[src/logic/lsu_pkg.sv]
package lsu_pkg;

  // ******************************************************************
  // Widths and sizes
  // ******************************************************************

  localparam int XLEN      = 32;
  localparam int SEL_W     = XLEN / 8;
  localparam int RAM_WORDS = 256;
  localparam int WB_ADR_W  = 8;

  typedef logic [XLEN-1:0] word_t;

  // ******************************************************************
  // Opcodes and access controls
  // ******************************************************************

  typedef enum logic [3:0] {
    op_alu,
    op_lb,
    op_lbu,
    op_lh,
    op_lhu,
    op_lw,
    op_sb,
    op_sh,
    op_sw
  } ls_op_e;

  typedef enum logic [1:0] {
    size_byte,
    size_half,
    size_word
  } ls_size_e;

  // The write-back value arrives too late for execute, so it is picked here.
  typedef enum logic {
    fwd_none,
    fwd_wb
  } fwd_sel_e;

  typedef struct packed {
    logic       valid;
    ls_op_e     op;
    word_t      addr;
    word_t      store_data;
    fwd_sel_e   fwd;
    logic [4:0] dest;
    logic       dest_valid;
  } mem_req_t;

  typedef struct packed {
    logic       valid;
    logic       load;
    logic       store;
    ls_size_e   size;
    logic       sext;
    logic [1:0] byte_idx;
    word_t      addr;
    word_t      wdata;
    logic [4:0] dest;
    logic       dest_valid;
    logic       fault;
  } ls_ctrl_t;

  // ******************************************************************
  // Wishbone and write-back
  // ******************************************************************

  typedef struct packed {
    logic                cyc;
    logic                stb;
    logic                we;
    logic [WB_ADR_W-1:0] adr;
    word_t               dat;
    logic [SEL_W-1:0]    sel;
  } wb_bus_t;

  typedef struct packed {
    word_t dat;
    logic  ack;
  } wb_rsp_t;

  typedef struct packed {
    logic       valid;
    logic [4:0] dest;
    logic       dest_valid;
    word_t      data;
    logic       fault;
  } wb_rec_t;

endpackage

[src/logic/ls_execute.sv]
`timescale 1ns/1ns

module ls_execute (
  input  logic              clock,
  input  logic              rst_n,
  input  lsu_pkg::ls_ctrl_t ctrl,
  output lsu_pkg::wb_bus_t  bus,
  input  lsu_pkg::wb_rsp_t  rsp,
  output logic              done,
  output logic              stall
);

  typedef enum logic {
    idle,
    wait_ack
  } state_e;

  state_e                      state;
  lsu_pkg::wb_bus_t            bus_q;
  logic                        mem_op;
  logic                        start;
  logic [4:0]                  lane_bit;
  lsu_pkg::word_t              lane_dat;
  logic [lsu_pkg::SEL_W-1:0]   lane_sel;

  assign mem_op = ctrl.valid && (ctrl.load || ctrl.store);
  assign start  = (state == idle) && mem_op;

  // ******************************************************************
  // Byte lanes, big-endian: index 0 is bits 31..24 and sel bit 3
  // ******************************************************************

  always_comb begin
    lane_bit = {ctrl.byte_idx, 3'b000};
    lane_dat = ctrl.wdata;
    lane_sel = '1;
    case (ctrl.size)
      lsu_pkg::size_byte: begin
        lane_dat                                = '0;
        lane_dat[lsu_pkg::XLEN-1-lane_bit -: 8] = ctrl.wdata[7:0];
        lane_sel                                = 4'b1000 >> ctrl.byte_idx;
      end
      lsu_pkg::size_half: begin
        lane_dat                                 = '0;
        lane_dat[lsu_pkg::XLEN-1-lane_bit -: 16] = ctrl.wdata[15:0];
        lane_sel                                 = 4'b1100 >> ctrl.byte_idx;
      end
      default: ;
    endcase
  end

  // ******************************************************************
  // Wishbone classic master
  // ******************************************************************

  // One cycle per access. All master fields are registered at the start
  // and left alone until the slave acknowledges.
  always_ff @(posedge clock) begin
    if (!rst_n) begin
      state     <= idle;
      bus_q.cyc <= 1'b0;
      bus_q.stb <= 1'b0;
      bus_q.we  <= 1'b0;
    end else begin
      case (state)
        idle: begin
          if (start) begin
            state     <= wait_ack;
            bus_q.cyc <= 1'b1;
            bus_q.stb <= 1'b1;
            bus_q.we  <= ctrl.store;
            bus_q.adr <= ctrl.addr[lsu_pkg::WB_ADR_W+1:2];
            bus_q.dat <= lane_dat;
            bus_q.sel <= lane_sel;
          end
        end
        wait_ack: begin
          if (rsp.ack) begin
            state     <= idle;
            bus_q.cyc <= 1'b0;
            bus_q.stb <= 1'b0;
            bus_q.we  <= 1'b0;
          end
        end
        default: state <= idle;
      endcase
    end
  end

  assign bus  = bus_q;
  assign done = (state == wait_ack) && rsp.ack;

  // Decode must keep its access until the ack arrives; the next one
  // is taken on the same edge that ends the bus cycle.
  assign stall = mem_op && !done;

endmodule

[config.mk]
export PLATFORM = sky130hd
export DESIGN_NAME = ls_execute
export DESIGN_NICKNAME = d
export VERILOG_FILES = /design/src/logic/lsu_pkg.sv /design/src/logic/ls_execute.sv
export SDC_FILE = /design/constraint.sdc
export NUM_CORES = 1
export LEC_CHECK = 0
export ABC_CLOCK_PERIOD_IN_PS = 6100
export BUFFER_PORTS_ARGS = -buffer_cell sky130_fd_sc_hd__buf_2
export CORE_MARGIN = 8
export CORE_UTILIZATION = 45
export DETAILED_ROUTE_END_ITERATION = 7
export HOLD_SLACK_MARGIN = 0.02
export MAX_ROUTING_LAYER = met4
export PLACE_DENSITY = 0.9
export SETUP_SLACK_MARGIN = 0.02
export SLEW_MARGIN = 10
export SYNTH_ARGS = -nofsm -noshare
export SYNTH_HDL_FRONTEND = slang
export SYNTH_SLANG_ARGS = --single-unit
[constraint.sdc]
create_clock -name clock -period 6.1 [get_ports clock]
set_clock_uncertainty 0.15 [all_clocks]
set_input_delay 0.61 -clock clock [delete_from_list [all_inputs] [get_ports clock]]
set_output_delay 0.61 -clock clock [all_outputs]
set_load 0.005 [all_outputs]
==> Flow_metrics.wiki <==
{| class="wikitable"
! Metric !! Value
|-
| Post_cts resized || 0
|-
| Post-CTS repair timing setup buffer count || 0
|-
| CTS tree || built
|-
| Clock sink total || 47
|-
| Placed cell area || ~0.0029 mm²
|-
| Internal reg-to-reg setup slack || roughly 4.3 ns
|-
| Sequential cell area fraction in the yosys report || 58.0%
|-
| Row cnt || 26
|-
| Summed negative setup slack over all endpoints || 0 ns
|-
| Synthesized instance count || about 200
|-
| Top cell type's share of synthesized area || roughly 55%
|-
| VDD IR max || between 90 and 100 µV
|-
| Number of iterations in the first detailed-routing pass || 4
|-
| Synth warn || 0
|-
| Post-DP HPWL || roughly 4600 µm
|-
| Diode count || 0
|-
| Average instance area after synthesis || ~12 µm²
|-
| Count of unresolved DRC violations after routing || 0
|-
| Port Buf Inserts || 98
|-
| Layout Nets || 405
|-
| Worst-margin pin slew || slightly below 1 ns
|-
| Start point of the worst hold path || ctrl[42]
|-
| Area added between synthesis and finish || 26.5%
|-
| CTS buffer count || 5
|-
| Post-synth design cell area || around 0.0024 mm²
|-
| Largest net degree at the start of global routing || 45
|-
| Per-cell routed wire length || 17.3 µm
|-
| CTS root buffer || sky130_fd_sc_hd__clkbuf_8
|-
| Worst skew pair latency || ~0.30 ns
|-
| CP required || around 6 ns
|-
| Aggregate routed wire length || ~6200 µm
|-
| Layout cells sized above 1 || about two fifths
|-
| Worst-case headroom to the max-slew limit || 34.0%
|-
| Library cell with the largest summed area after synthesis || sky130_fd_sc_hd__edfxtp_1
|-
| Maximum achievable frequency || approximately 470 MHz
|-
| Wire length of the first global-routing pass || just over 9000 µm
|-
| Number of setup violations in the final report || 0
|-
| Buffer levels on the longest clock path || 2
|-
| Hold Path Cell Cnt || 1
|-
| Length in cells of the worst reg-to-reg path || 2
|-
| H-tree levels || 2
|-
| Pre-CTS WS || 3.64 ns
|-
| Run status || finished clean
|-
| Total via count after detailed routing || 1947
|-
| CTS hold repair buffers || 0
|-
| Finished layout cell area || 0.00301 mm²
|-
| Chip height || around 89 µm
|-
| Starting utilization of the core area || between 40% and 50%
|-
| Via count of the first global-routing pass || about 1900
|-
| Type of element capturing the critical path || flop
|-
| Total Die Area || between 0.007 and 0.008 mm²
|-
| Kind of path behind the tightest hold check || in2reg
|-
| End of the worst hold path || bus[37]
|-
| Origin of the critical flop-to-flop path || state
|-
| Antenna violations before repair || 0
|-
| IO Pins || 163
|-
| Post-route clock period utilization || 35.2%
|-
| Critical Path Start Type || primary input
|-
| Crit path kind || in2reg
|-
| Core region area || just over 0.005 mm²
|-
| Netlist cell types || 36
|-
| Max Transition Viols Final || 0
|-
| Reg2reg end || bus[14]
|-
| Biggest area contributors in the synthesized netlist || sky130_fd_sc_hd__edfxtp_1, sky130_fd_sc_hd__nand3b_1, sky130_fd_sc_hd__o21ai_1
|-
| PnR Total Power || 0.738 mW
|-
| Antenna-violating nets left || 0
|-
| Global Route Usage Sum || 16.0%
|-
| Clock transition at the registers of the reported paths || roughly 0.080 ns
|-
| Total gr overflow || 0
|-
| 1st-iter DRT viols || approximately 110
|-
| Worst Path Arrival || 2.05 ns
|-
| Pwr per Cell Area || approximately 250 mW/mm²
|-
| Horizontal die dimension || just under 90 µm
|-
| Vias per cell || 5.44
|-
| Final number of hold-violating endpoints || 0
|-
| End-of-flow core utilization || around three fifths
|-
| Synthesized netlist net count || 314
|-
| Number of max-cap violations || 0
|-
| Maximum fanout count along the critical path || 34
|-
| Final weighted congestion of routability-driven global placement || 0.810
|-
| Fin worst setup slack || ~4 ns
|-
| Post-synthesis register bit count || 47
|-
| Time the worst path needs with I/O delays and setup || 2.15 ns
|-
| Static leakage power || 1.30 nW
|-
| RSZ-0062 raised after global routing || false
|}
## kinds of logic (layout without fill, tap and decap cells)
group	Yosys count	count (layout)	share of synthesized area [%]
simple gates	52	52	13.0
buf+inv	18	110	4.04
flops	47	47	58.0
compound gates	67	67	19.5
mux	8	8	3.36
fa+ha+maj	4	4	2.10
## final cells by class
| class | count | area, µm² |
|---|---|---|
| fillers | 442 | 2090 |
| flip-flops and latches | 47 | 1380 |
| multi-input cells | 131 | 906 |
| repair buffers | 98 | 490 |
| well taps | 70 | 87.6 |
| clock buffers | 6 | 72.6 |
| clock inverters | 2 | 60.1 |
| inverters | 4 | 15.0 |
## placed cells by master, fill, tap and decap left out, types with 2 or more instances in the layout
| master | count |
|---|---|
| sky130_fd_sc_hd__a22o_1 | 8 |
| sky130_fd_sc_hd__o21ai_1 | 17 |
| sky130_fd_sc_hd__edfxtp_1 | 44 |
| sky130_fd_sc_hd__a21oi_1 | 10 |
| sky130_fd_sc_hd__nand2_1 | 20 |
| sky130_fd_sc_hd__dfxtp_1 | 3 |
| sky130_fd_sc_hd__nor2_1 | 4 |
| sky130_fd_sc_hd__and4b_1 | 2 |
| sky130_fd_sc_hd__a21o_1 | 8 |
| sky130_fd_sc_hd__o21bai_1 | 2 |
| sky130_fd_sc_hd__bufinv_16 | 2 |
| sky130_fd_sc_hd__nand3b_1 | 16 |
| sky130_fd_sc_hd__clkbuf_8 | 5 |
| sky130_fd_sc_hd__a22oi_1 | 8 |
| sky130_fd_sc_hd__mux2i_1 | 8 |
| sky130_fd_sc_hd__inv_1 | 3 |
| sky130_fd_sc_hd__buf_2 | 98 |
| sky130_fd_sc_hd__nor2b_1 | 2 |
| sky130_fd_sc_hd__a221o_1 | 8 |
| sky130_fd_sc_hd__ha_1 | 4 |
## worst max path at each step
| stage | startpoint | slack [ns] | depth (start not counted) | endpoint |
|---|---|---|---|---|
| finish | ctrl[72] | 3.95 | 6 | bus[22] |
| global route | ctrl[72] | 3.86 | 6 | bus[14] |
| CTS | ctrl[72] | 3.97 | 6 | bus[22] |
| detailed placement | ctrl[72] | 3.64 | 6 | bus[22] |
| global placement | ctrl[72] | 3.70 | 6 | bus[17] |
| floorplan | ctrl[77] | 3.61 | 3 | bus[0] |
## flip-flops by register name, summed over array words and instances, names as in the netlist
signal  cells
bus        46
state       1
## critical path, cell delays in order
cell                      delay (ns)
sky130_fd_sc_hd__buf_2          0.43
sky130_fd_sc_hd__inv_1          0.17
sky130_fd_sc_hd__ha_1           0.21
sky130_fd_sc_hd__and3b_1        0.17
sky130_fd_sc_hd__o21a_2         0.26
sky130_fd_sc_hd__a21o_1         0.20
## synthesized netlist by cell type
| master | number |
|---|---|
| sky130_fd_sc_hd__clkbuf_1 | 2 |
| sky130_fd_sc_hd__a21oi_1 | 10 |
| sky130_fd_sc_hd__buf_1 | 2 |
| sky130_fd_sc_hd__nor2_1 | 4 |
| sky130_fd_sc_hd__a22o_1 | 8 |
| sky130_fd_sc_hd__and2_1 | 2 |
| sky130_fd_sc_hd__nand3b_2 | 1 |
| sky130_fd_sc_hd__or2_1 | 1 |
| sky130_fd_sc_hd__nand3_2 | 1 |
| sky130_fd_sc_hd__buf_4 | 4 |
| sky130_fd_sc_hd__and4bb_1 | 1 |
| sky130_fd_sc_hd__nand3b_1 | 16 |
| sky130_fd_sc_hd__o21a_2 | 1 |
| sky130_fd_sc_hd__nor2b_1 | 2 |
| sky130_fd_sc_hd__a221o_1 | 8 |
| sky130_fd_sc_hd__edfxtp_1 | 44 |
| sky130_fd_sc_hd__and3b_1 | 1 |
| sky130_fd_sc_hd__o21ai_1 | 17 |
| sky130_fd_sc_hd__o21bai_1 | 2 |
| sky130_fd_sc_hd__mux2i_1 | 8 |
| sky130_fd_sc_hd__and4b_1 | 2 |
| sky130_fd_sc_hd__a22oi_1 | 8 |
| sky130_fd_sc_hd__inv_2 | 1 |
| sky130_fd_sc_hd__ha_1 | 4 |
| sky130_fd_sc_hd__nand2_1 | 20 |
| sky130_fd_sc_hd__o21a_1 | 1 |
| sky130_fd_sc_hd__dfxtp_1 | 3 |
| sky130_fd_sc_hd__nand3_1 | 1 |
| sky130_fd_sc_hd__a21o_1 | 8 |
| sky130_fd_sc_hd__inv_1 | 3 |
| sky130_fd_sc_hd__buf_2 | 5 |
| sky130_fd_sc_hd__o21ai_0 | 1 |
| sky130_fd_sc_hd__o211ai_1 | 1 |
| sky130_fd_sc_hd__buf_6 | 1 |
| sky130_fd_sc_hd__a21boi_0 | 1 |
| sky130_fd_sc_hd__a21oi_2 | 1 |
## power breakdown
group | switching [mW] | internal, mW | leakage [nW]
sequential | 0.00339 | 0.370 | 0.434
combinational | 0.0553 | 0.0434 | 0.804
clock | 0.103 | 0.164 | 0.0654
total | 0.161 | 0.577 | 1.30
## stage by stage
step	hold slack, ns	std cells
final	0.335	358
after global routing	0.318	358
after global placement	0.332	350
after floorplan	0.317	196
after detailed placement	0.338	350
after CTS	0.325	358
## per-layer routing
layer	track usage, %	wire length [µm]	vias up	part of all wire [%]
li1	-	-	934	-
met4	3.69	46	0	0.74
met5	-	0	-	0
met3	3.99	668	5	11
met2	27.5	3210	92	52
met1	18.1	2280	916	37
No activity file was read; power rests on OpenSTA's default activity.
