## src/logic/lsu_pkg.sv

```systemverilog
package lsu_pkg;

  // ******************************************************************
  // Widths and sizes
  // ******************************************************************

  localparam int XLEN      = 32;
  localparam int SEL_W     = XLEN / 8;
  localparam int RAM_WORDS = 256;
  localparam int WB_ADR_W  = 8;

  typedef logic [XLEN-1:0] word_t;

  // ******************************************************************
  // Opcodes and access controls
  // ******************************************************************

  typedef enum logic [3:0] {
    op_alu,
    op_lb,
    op_lbu,
    op_lh,
    op_lhu,
    op_lw,
    op_sb,
    op_sh,
    op_sw
  } ls_op_e;

  typedef enum logic [1:0] {
    size_byte,
    size_half,
    size_word
  } ls_size_e;

  // The write-back value arrives too late for execute, so it is picked here.
  typedef enum logic {
    fwd_none,
    fwd_wb
  } fwd_sel_e;

  typedef struct packed {
    logic       valid;
    ls_op_e     op;
    word_t      addr;
    word_t      store_data;
    fwd_sel_e   fwd;
    logic [4:0] dest;
    logic       dest_valid;
  } mem_req_t;

  typedef struct packed {
    logic       valid;
    logic       load;
    logic       store;
    ls_size_e   size;
    logic       sext;
    logic [1:0] byte_idx;
    word_t      addr;
    word_t      wdata;
    logic [4:0] dest;
    logic       dest_valid;
    logic       fault;
  } ls_ctrl_t;

  // ******************************************************************
  // Wishbone and write-back
  // ******************************************************************

  typedef struct packed {
    logic                cyc;
    logic                stb;
    logic                we;
    logic [WB_ADR_W-1:0] adr;
    word_t               dat;
    logic [SEL_W-1:0]    sel;
  } wb_bus_t;

  typedef struct packed {
    word_t dat;
    logic  ack;
  } wb_rsp_t;

  typedef struct packed {
    logic       valid;
    logic [4:0] dest;
    logic       dest_valid;
    word_t      data;
    logic       fault;
  } wb_rec_t;

endpackage

```

## src/logic/ls_result.sv

```systemverilog
`timescale 1ns/1ns

module ls_result (
  input  logic              clock,
  input  logic              rst_n,
  input  lsu_pkg::ls_ctrl_t ctrl,
  input  logic              done,
  input  lsu_pkg::word_t    rdata,
  output lsu_pkg::wb_rec_t  wb
);

  lsu_pkg::wb_rec_t rec_q;
  lsu_pkg::wb_rec_t rec_d;
  lsu_pkg::word_t   load_val;
  logic [4:0]       lane_bit;
  logic [7:0]       lane_b;
  logic [15:0]      lane_h;
  logic             capture;

  // Pick the addressed lane and extend it to a full word.
  always_comb begin
    lane_bit = {ctrl.byte_idx, 3'b000};
    lane_b   = rdata[lsu_pkg::XLEN-1-lane_bit -: 8];
    lane_h   = rdata[lsu_pkg::XLEN-1-lane_bit -: 16];
    case (ctrl.size)
      lsu_pkg::size_byte: load_val = {{24{ctrl.sext & lane_b[7]}}, lane_b};
      lsu_pkg::size_half: load_val = {{16{ctrl.sext & lane_h[15]}}, lane_h};
      default:            load_val = rdata;
    endcase
  end

  always_comb begin
    rec_d.valid      = 1'b1;
    rec_d.dest       = ctrl.dest;
    rec_d.dest_valid = ctrl.dest_valid && !ctrl.store;
    rec_d.data       = ctrl.load ? load_val : ctrl.addr;
    rec_d.fault      = ctrl.fault;
  end

  // Memory accesses finish on the ack; everything else right after decode.
  assign capture = ctrl.valid && ((ctrl.load || ctrl.store) ? done : 1'b1);

  always_ff @(posedge clock) begin
    if (!rst_n) begin
      rec_q.valid <= 1'b0;
    end else if (capture) begin
      rec_q <= rec_d;
    end else begin
      rec_q.valid <= 1'b0;
    end
  end

  assign wb = rec_q;

endmodule

```

## config.mk

```make
export PLATFORM = sky130hd
export DESIGN_NAME = ls_result
export DESIGN_NICKNAME = d
export VERILOG_FILES = /design/src/logic/lsu_pkg.sv /design/src/logic/ls_result.sv
export SDC_FILE = /design/constraint.sdc
export NUM_CORES = 1
export LEC_CHECK = 0
export ABC_AREA = 1
export BUFFER_PORTS_ARGS = -buffer_cell sky130_fd_sc_hd__buf_2
export CAP_MARGIN = 20
export CORE_MARGIN = 3
export CORE_UTILIZATION = 40
export DETAILED_ROUTE_END_ITERATION = 10
export PLACE_DENSITY = 0.76
export SYNTH_ARGS = -nofsm -noshare
export SYNTH_HDL_FRONTEND = slang
export SYNTH_SLANG_ARGS = --single-unit
```

## constraint.sdc

```tcl
create_clock -name clock -period 2.3 [get_ports clock]
set_input_delay 0.345 -clock clock [delete_from_list [all_inputs] [get_ports clock]]
set_output_delay 0.345 -clock clock [all_outputs]
set_load 0.02 [all_outputs]
```

==> reports/metrics.cfg, run 1 <==
[status]
status=complete, no violations

[clock_network]
path_clk_slew_ns=0.08
cts-root-buf=clkbuf_8
cts_tree=built
cts_buffer_depth=2
cts_sinks=40
cts-resized-gates=0
cts-buffers-inserted=5
htree_num_levels=2
cts.hold.buffers_added=0
cts_setup_buffers=0

[synth]
syn_nets=420
syn-mean-instance-area_um2=8.014
ys_types=22
ys_warn_count=0
yosysSeqAreaShare=0.4857
netlist_area_mm2=0.002452
syn-instance-count=306
synth_seq_cells=40

[sta]
hold_violations=0
hold_slack_ns=0.2294
fmax_ghz=0.6823
tightest_slew_ns=0.5688
setup_viol=0
rsz0062_at_grt=no
slew_violations=0
min_period_ns=1.466
timing.final.crit_share=0.6373
maxSlewHeadroom=0.6208
final.setup.worst_slack_ns=0.8343
tns_ns=0

[critical_path]
path_cells=buf_2, nor2_1, nand2_1, o21ai_1, nor2_1, nor2_1
cp_data_required_time_ns=2.34
crit_fanout=28
cp_common_cell=nor2_1
crit_path_end_kind=register
worstPathArrival_ns=1.51
crit_family=simple AND/OR/NAND/NOR gates
worstSetupPathType=in2reg
critPathBufInv=1
critical_path.max_stage_delay_ns=0.44
start_kind=input pin
crit_slowest_cell=buf_2

[global_route]
track_usage=0.1982
grt_pass1_vias=2380
overflow=0
grt_max_degree=40
grt_pass1_wl_um=11360
antenna_found_initial=0

[power]
ir_worst_vdd_uv=294.3
finalPower_mw=1.811
power.density_mw_per_mm2=568.8
p_leak_nw=1.503

[routing]
via_per_inst=5.037
wirelength_um=7081
drt_iter0_drc=123
final_antenna_net_count=0
wl_per_cell_um=14.36
dr.pass1.iters=4
drc=0
vias=2483

[die]
fp.coreArea_mm2=0.005709
die_x_um=84.30
num_rows=27
die_area_mm2=0.007106
ios=154
initial_core_util=0.4295
fp.dieH_um=84.30

[final_layout]
stdcell_count=493
final_common_cell=buf_2
stdcell_area_mm2=0.003184
diodes=0
fin_util=0.5577
drive_gt1_frac=0.3634
final_nets=534
layout_common_cells=121 x buf_2, 68 x nor2_1, 67 x nand2_1, 39 x edfxtp_1, 37 x a21oi_1
area_growth_pct=29.85
largest_reg_flops=40

[placed_design]
preCtsSetupSlack_ns=0.5703
port_buffers=121
gp_congestion=0.8901
place_hpwl_um=5282
placed_cell_area_mm2=0.003084
place_inst=485

[job]
drv_cap=0

[min_path]
hp-class=in2reg

cells in the mapped netlist:
cell,number,share of area
nor2_4,2,0.0092
buf_2,6,0.012
inv_2,2,0.0031
inv_6,1,0.0036
nand2_2,1,0.0026
a21boi_1,1,0.0031
nor2_1,68,0.10
nand3_2,3,0.012
o21ai_1,6,0.012
nand4_4,1,0.0087
dfxtp_1,1,0.0082
a21oi_1,37,0.076
inv_1,13,0.020
buf_6,2,0.0092
nand3_1,33,0.067
a21oi_2,10,0.036
edfxtp_1,39,0.48
clkbuf_2,1,0.0020
nand2_1,67,0.10
o211a_1,2,0.0082
clkbuf_1,5,0.0077
buf_4,5,0.015
power by group:
part / switching (mW) / internal (mW) / leakage [nW] / total [mW]
clock network: 0.240 / 0.274 / 0.0515 / 0.514
registers: 0.00998 / 0.858 / 0.369 / 0.868
logic: 0.269 / 0.160 / 1.08 / 0.429
worst paths after layout:
kind | start | to | slack [ns] | cells after the start
setup / recovery | ctrl[75] | wb[4] | 0.83 | 6
hold / removal | ctrl[4] | wb[36] | 0.23 | 1
layout make-up:
| cell class | instances | area, µm² |
|---|---|---|
| flip-flops and latches | 40 | 1191 |
| well taps | 72 | 90.09 |
| repair buffers | 126 | 655.6 |
| clock buffers | 8 | 100.1 |
| multi-input cells | 231 | 1082 |
| inverters | 16 | 65.06 |
| fillers | 545 | 2525 |
routing by layer:
layer / vias up / part of all wire / GRT usage / routed length, µm
met5: - / 0 / 0 / 0
met4: 0 / 0.015 / 0.05848 / 108
met3: 10 / 0.071 / 0.03435 / 501
met2: 100 / 0.48 / 0.3407 / 3425
met1: 1124 / 0.43 / 0.2553 / 3044
li1: 1249 / - / - / -
cell families after synthesis:
family | count (synthesis) | share of synthesized area
compound gates | 56 | 0.1347
simple gates | 175 | 0.3066
buf+inv | 35 | 0.07296
flops | 40 | 0.4857
Note: power is estimated with default switching activity, not from simulation.
==> inputs of run 2 (changes only) <==
clock period = 1.45 ns   (was 2.3 ns; I/O delays follow)
==> run 2 against run 1 <==
Critical path depth up 3. Final area up 2.5%. Worst setup slack worse by 0.52 ns. Utilization up 1.4 points. Highest routed layer unchanged. Worst hold slack worse by 0.12 ns. Critical endpoint unchanged. First-iteration DRC count down 2.4%. Power up 53%. Final cell count up 1.4%.
==> reports/metrics.cfg, run 2 (same netlist as run 1, synthesis figures left out) <==
[global_route]
overflow=0  ; unchanged
grt_pass1_wl_um=11020  ; -3.0%
grt_pass1_vias=2378  ; -0.084%
track_usage=0.1920  ; -0.006207
grt_max_degree=40  ; unchanged
antenna_found_initial=0  ; unchanged

[clock_network]
cts_sinks=40  ; unchanged
cts_buffer_depth=2  ; unchanged
cts_setup_buffers=0  ; unchanged
path_clk_slew_ns=0.07  ; about the same
cts-resized-gates=0  ; unchanged
cts_tree=built
htree_num_levels=2  ; unchanged
cts-root-buf=clkbuf_8
cts-buffers-inserted=5  ; unchanged
cts.hold.buffers_added=0  ; unchanged

[placed_design]
port_buffers=121  ; unchanged
place_hpwl_um=5325  ; +0.82%
gp_congestion=0.9040  ; +1.6%

[die]
die_area_mm2=0.007106  ; unchanged
die_x_um=84.30  ; unchanged
fp.dieH_um=84.30  ; unchanged
initial_core_util=0.4295  ; unchanged
fp.coreArea_mm2=0.005709  ; unchanged
ios=154  ; unchanged
num_rows=27  ; unchanged

[sta]
setup_viol=0  ; unchanged
rsz0062_at_grt=no
tns_ns=0  ; unchanged
slew_violations=0  ; unchanged
tightest_slew_ns=0.4339  ; -0.1349 ns
maxSlewHeadroom=0.7103  ; +0.08953
min_period_ns=1.132
hold_violations=0  ; unchanged
hold_slack_ns=0.1053  ; -0.1240 ns
timing.final.crit_share=0.7810
fmax_ghz=0.8830

[critical_path]
crit_path_end_kind=register
cp_data_required_time_ns=1.49  ; -0.85 ns
path_cells=buf_2, inv_6, buf_12, nand2_1, nand3_1, nand3_1, nand2_1, nor2_1, nor2_1
critical_path.max_stage_delay_ns=0.19  ; -0.25 ns
crit_fanout=16  ; -43%
crit_family=simple AND/OR/NAND/NOR gates
critPathBufInv=3  ; +2
worstPathArrival_ns=1.17  ; -0.34 ns
crit_slowest_cell=buf_2
start_kind=input pin
worstSetupPathType=in2reg

[final_layout]
layout_common_cells=121 x buf_2, 68 x nor2_1, 67 x nand2_1, 39 x edfxtp_1, 37 x a21oi_1
drive_gt1_frac=0.3738  ; +0.01041
multi_input_area_mm2=0.001090  ; +0.69%
diodes=0  ; unchanged
area_growth_pct=33.06
largest_reg_flops=40  ; unchanged
final_common_cell=buf_2
fillers=559  ; +2.6%
ff_latch_area_mm2=0.001191  ; unchanged
final_nets=541  ; +1.3%

[min_path]
hp-class=in2reg

[job]
drv_cap=0  ; unchanged

[status]
status=complete, no violations

[routing]
dr.pass1.iters=4  ; unchanged
drt_iter0_drc=120  ; -2.4%
via_per_inst=5.124  ; +1.7%
drc=0  ; unchanged
wirelength_um=7020  ; -0.86%
final_antenna_net_count=0  ; unchanged
vias=2562  ; +3.2%
wl_per_cell_um=14.04  ; -2.2%

[power]
p_leak_nw=1.537  ; +2.3%
ir_worst_vdd_uv=484.2  ; +65%
power.density_mw_per_mm2=850.6  ; +50%

-- run 2: cell count changes in the layout (fill, tap and decap cells not counted), sizes merged --
cell and delta:
clkbuf -1, buf +7, clkinv +1
-- run 2: where the power goes --
group | switching (mW) | total, mW | internal [mW]
combinational | 0.434 | 0.713 | 0.279
sequential | 0.0154 | 1.38 | 1.36
clock | 0.348 | 0.685 | 0.337
total | 0.797 | 2.78 | 1.98
-- run 2: layer usage --
| metal | routed length, µm | global-route usage | share of wire | up-vias |
|---|---|---|---|---|
| met5 | 0 | 0 | 0 | - |
| met4 | 110 | 0.07456 | 0.016 | 0 |
| met3 | 609 | 0.04220 | 0.087 | 10 |
| met2 | 3433 | 0.3164 | 0.49 | 123 |
| met1 | 2866 | 0.2457 | 0.41 | 1162 |
| li1 | - | - | - | 1267 |
-- run 2: cell type report --
| type | count | share of cell area |
|---|---|---|
| flip-flops and latches | 40 | 0.3650 |
| multi-input cells | 231 | 0.3340 |
| repair buffers | 133 | 0.2285 |
| well taps | 72 | 0.02761 |
| clock buffers | 7 | 0.02339 |
| inverters | 16 | 0.01994 |
| clock inverters | 1 | 0.001534 |
-- run 2: path summary, 6_finish.rpt --
kind | endpoint | from | cells past startpoint
max | wb[4] | ctrl[71] | 9
min | wb[38] | ctrl[6] | 1
-- run 2: stage by stage --
stage / util / power, mW / worst slack (ns) / cells / instance area (µm²)
after global placement: 0.5573 / 2.102 / 0.06782 / 492 / 3182
after CTS: 0.5716 / 2.806 / 0.3346 / 500 / 3263
after global routing: 0.5716 / 2.943 / 0.2461 / 500 / 3263
after floorplan: - / 1.828 / 0.004941 / 306 / 2460
final: 0.5716 / 2.776 / 0.3175 / 500 / 3263
after detailed placement: 0.5573 / 2.114 / 0.02819 / 492 / 3182
==> inputs of run 3 (changes only) <==
clock period = 1.06 ns   (was 1.45 ns; I/O delays follow)
==> run 3 against run 2 <==
Sequential power increased by 37%. Power is 44% higher. Utilization up 3.3 points. Critical path depth shrank 8. Critical endpoint is now wb[1]. Sequential cell count is the same. First-iteration DRC count rose by 32%. Die area is the same. Global-route usage up 2.7 points. Via count rose by 4.3%.
==> reports/metrics.cfg, run 3 (same netlist as run 1, synthesis figures left out) <==
[critical_path]
cp.depth=1  ; -8
worstSetupPathType=reg2out
crit_family=flip-flops
critPathLaunch=wb[1]
crit_path_end_kind=output pin
cp_data_required_time_ns=0.90  ; -0.59 ns
crit_fanout=1  ; -15
critPathBufInv=1  ; -2
crit_slowest_cell=edfxtp_1
cp-endpoint=wb[1]
start_kind=register
worstPathArrival_ns=0.89  ; -0.28 ns
path_cells=buf_6
critical_path.max_stage_delay_ns=0.44  ; +0.25 ns

[placed_design]
gp_congestion=0.8666  ; -4.1%
port_buffers=121  ; unchanged
place_inst=504  ; +2.4%
place_hpwl_um=5890  ; +11%

[die]
initial_core_util=0.4295  ; unchanged
die_area_mm2=0.007106  ; unchanged
fp.coreArea_mm2=0.005709  ; unchanged
ios=154  ; unchanged
fp.dieH_um=84.30  ; unchanged
die_x_um=84.30  ; unchanged
num_rows=27  ; unchanged

[global_route]
grt_pass1_wl_um=12480  ; +13%
grt_max_degree=30  ; -25%
grt_pass1_vias=2620  ; +10%
antenna_found_initial=0  ; unchanged
track_usage=0.2188  ; +0.02673
overflow=0  ; unchanged

[power]
ir_worst_vdd_uv=628.6  ; +30%
finalPower_mw=4.001  ; +44%
p_leak_nw=1.621  ; +5.4%
power.density_mw_per_mm2=1160  ; +36%

[final_layout]
ff_latch_area_mm2=0.001191  ; unchanged
layout_common_cells=118 x buf_2, 65 x nor2_1, 64 x nand2_1, 39 x edfxtp_1, 37 x a21oi_1
final_nets=556  ; +2.8%
final_common_cell=buf_2
diodes=0  ; unchanged
area_growth_pct=40.71
stdcell_count=515  ; +3.0%
multi_input_area_mm2=0.001117  ; +2.5%
fillers=533  ; -4.7%
drive_gt1_frac=0.4108  ; +0.03700
largest_reg_flops=40  ; unchanged

[clock_network]
htree_num_levels=2  ; unchanged
cts_tree=built
path_clk_slew_ns=0.08  ; about the same
cts.hold.buffers_added=0  ; unchanged
cts-buffers-inserted=5  ; unchanged
cts_sinks=40  ; unchanged
cts-root-buf=clkbuf_8
cts_buffer_depth=2  ; unchanged

[routing]
drt_iter0_drc=158  ; +32%
via_per_inst=5.186  ; +1.2%
dr.pass1.iters=4  ; unchanged
vias=2671  ; +4.3%
drc=0  ; unchanged
final_antenna_net_count=0  ; unchanged
wirelength_um=7731  ; +10%
wl_per_cell_um=15.01  ; +6.9%

[sta]
min_period_ns=1.053
slew_violations=0  ; unchanged
timing.final.crit_share=0.9933
hold_violations=0  ; unchanged
fmax_ghz=0.9498
maxSlewHeadroom=0.7587  ; +0.04832
setup_viol=0  ; unchanged
hold_slack_ns=0.04278  ; -0.06257 ns
tightest_slew_ns=0.3615  ; -0.07237 ns
rsz0062_at_grt=yes

[job]
drv_cap=0  ; unchanged

[min_path]
hp-class=in2reg

[status]
status=complete, no violations

-- run 3: changes by cell type in the layout (fill, tap and decap cells not counted), sizes merged --
cell,delta
buf,+14
clkbuf,+1
clkinvlp,+1
inv,-1
-- run 3: per-stage QoR --
step / area [µm²] / util / TNS, ns / worst slack (ns)
global placement: 3264 / 0.5718 / -12.31 / -0.3140
finish: 3451 / 0.6044 / 0 / 0.007120
detailed placement: 3264 / 0.5718 / -13.87 / -0.3630
floorplan: 2510 / - / -8.666 / -0.2222
CTS: 3378 / 0.5917 / 0 / 0.004454
global route: 3451 / 0.6044 / -0.01269 / -0.01035
-- run 3: layout make-up --
cell class / count / area share
Sequential cell: 40 / 0.3452
Multi-Input combinational cell: 231 / 0.3238
Timing Repair Buffer: 147 / 0.2542
Clock buffer: 8 / 0.02611
Tap cell: 72 / 0.02611
Inverter: 16 / 0.02212
Timing Repair inverter: 1 / 0.002538
-- run 3: what timing repair did --
item,4_1_cts,5_1_grt
buffers inserted,1,1
pin swaps,1,1
endpoints found under the hold margin,0,0
setup endpoints to repair,17,22
gates resized for setup,1,15
gates cloned,0,1
-- run 3: worst min-delay path by stage --
stage | slack, ns | to | startpoint | cells after the start
5_1_grt | 0.04 | wb[38] | ctrl[6] | 1
6_report | 0.04 | wb[34] | ctrl[2] | 1
4_1_cts | 0.04 | wb[34] | ctrl[2] | 1
2_1_floorplan | 0.26 | wb[0] | ctrl[0] | 0
3_3_place_gp | 0.34 | wb[35] | ctrl[3] | 1
3_5_place_dp | 0.34 | wb[34] | ctrl[2] | 1
-- run 3: where the power goes --
| part | total [mW] | leakage, nW | internal [mW] | switching, mW |
|---|---|---|---|---|
| logic | 1.06 | 1.21 | 0.433 | 0.626 |
| clock network | 1.05 | 0.0455 | 0.531 | 0.523 |
| registers | 1.89 | 0.369 | 1.86 | 0.0257 |
| total | 4.00 | 1.62 | 2.83 | 1.18 |
-- run 3: per-layer routing --
| metal | vias to the layer above | wire (µm) | track usage |
|---|---|---|---|
| met5 | - | 0 | 0 |
| met4 | 0 | 145 | 0.06579 |
| met3 | 15 | 684 | 0.04318 |
| met2 | 142 | 3704 | 0.3623 |
| met1 | 1217 | 3196 | 0.2894 |
| li1 | 1297 | - | - |
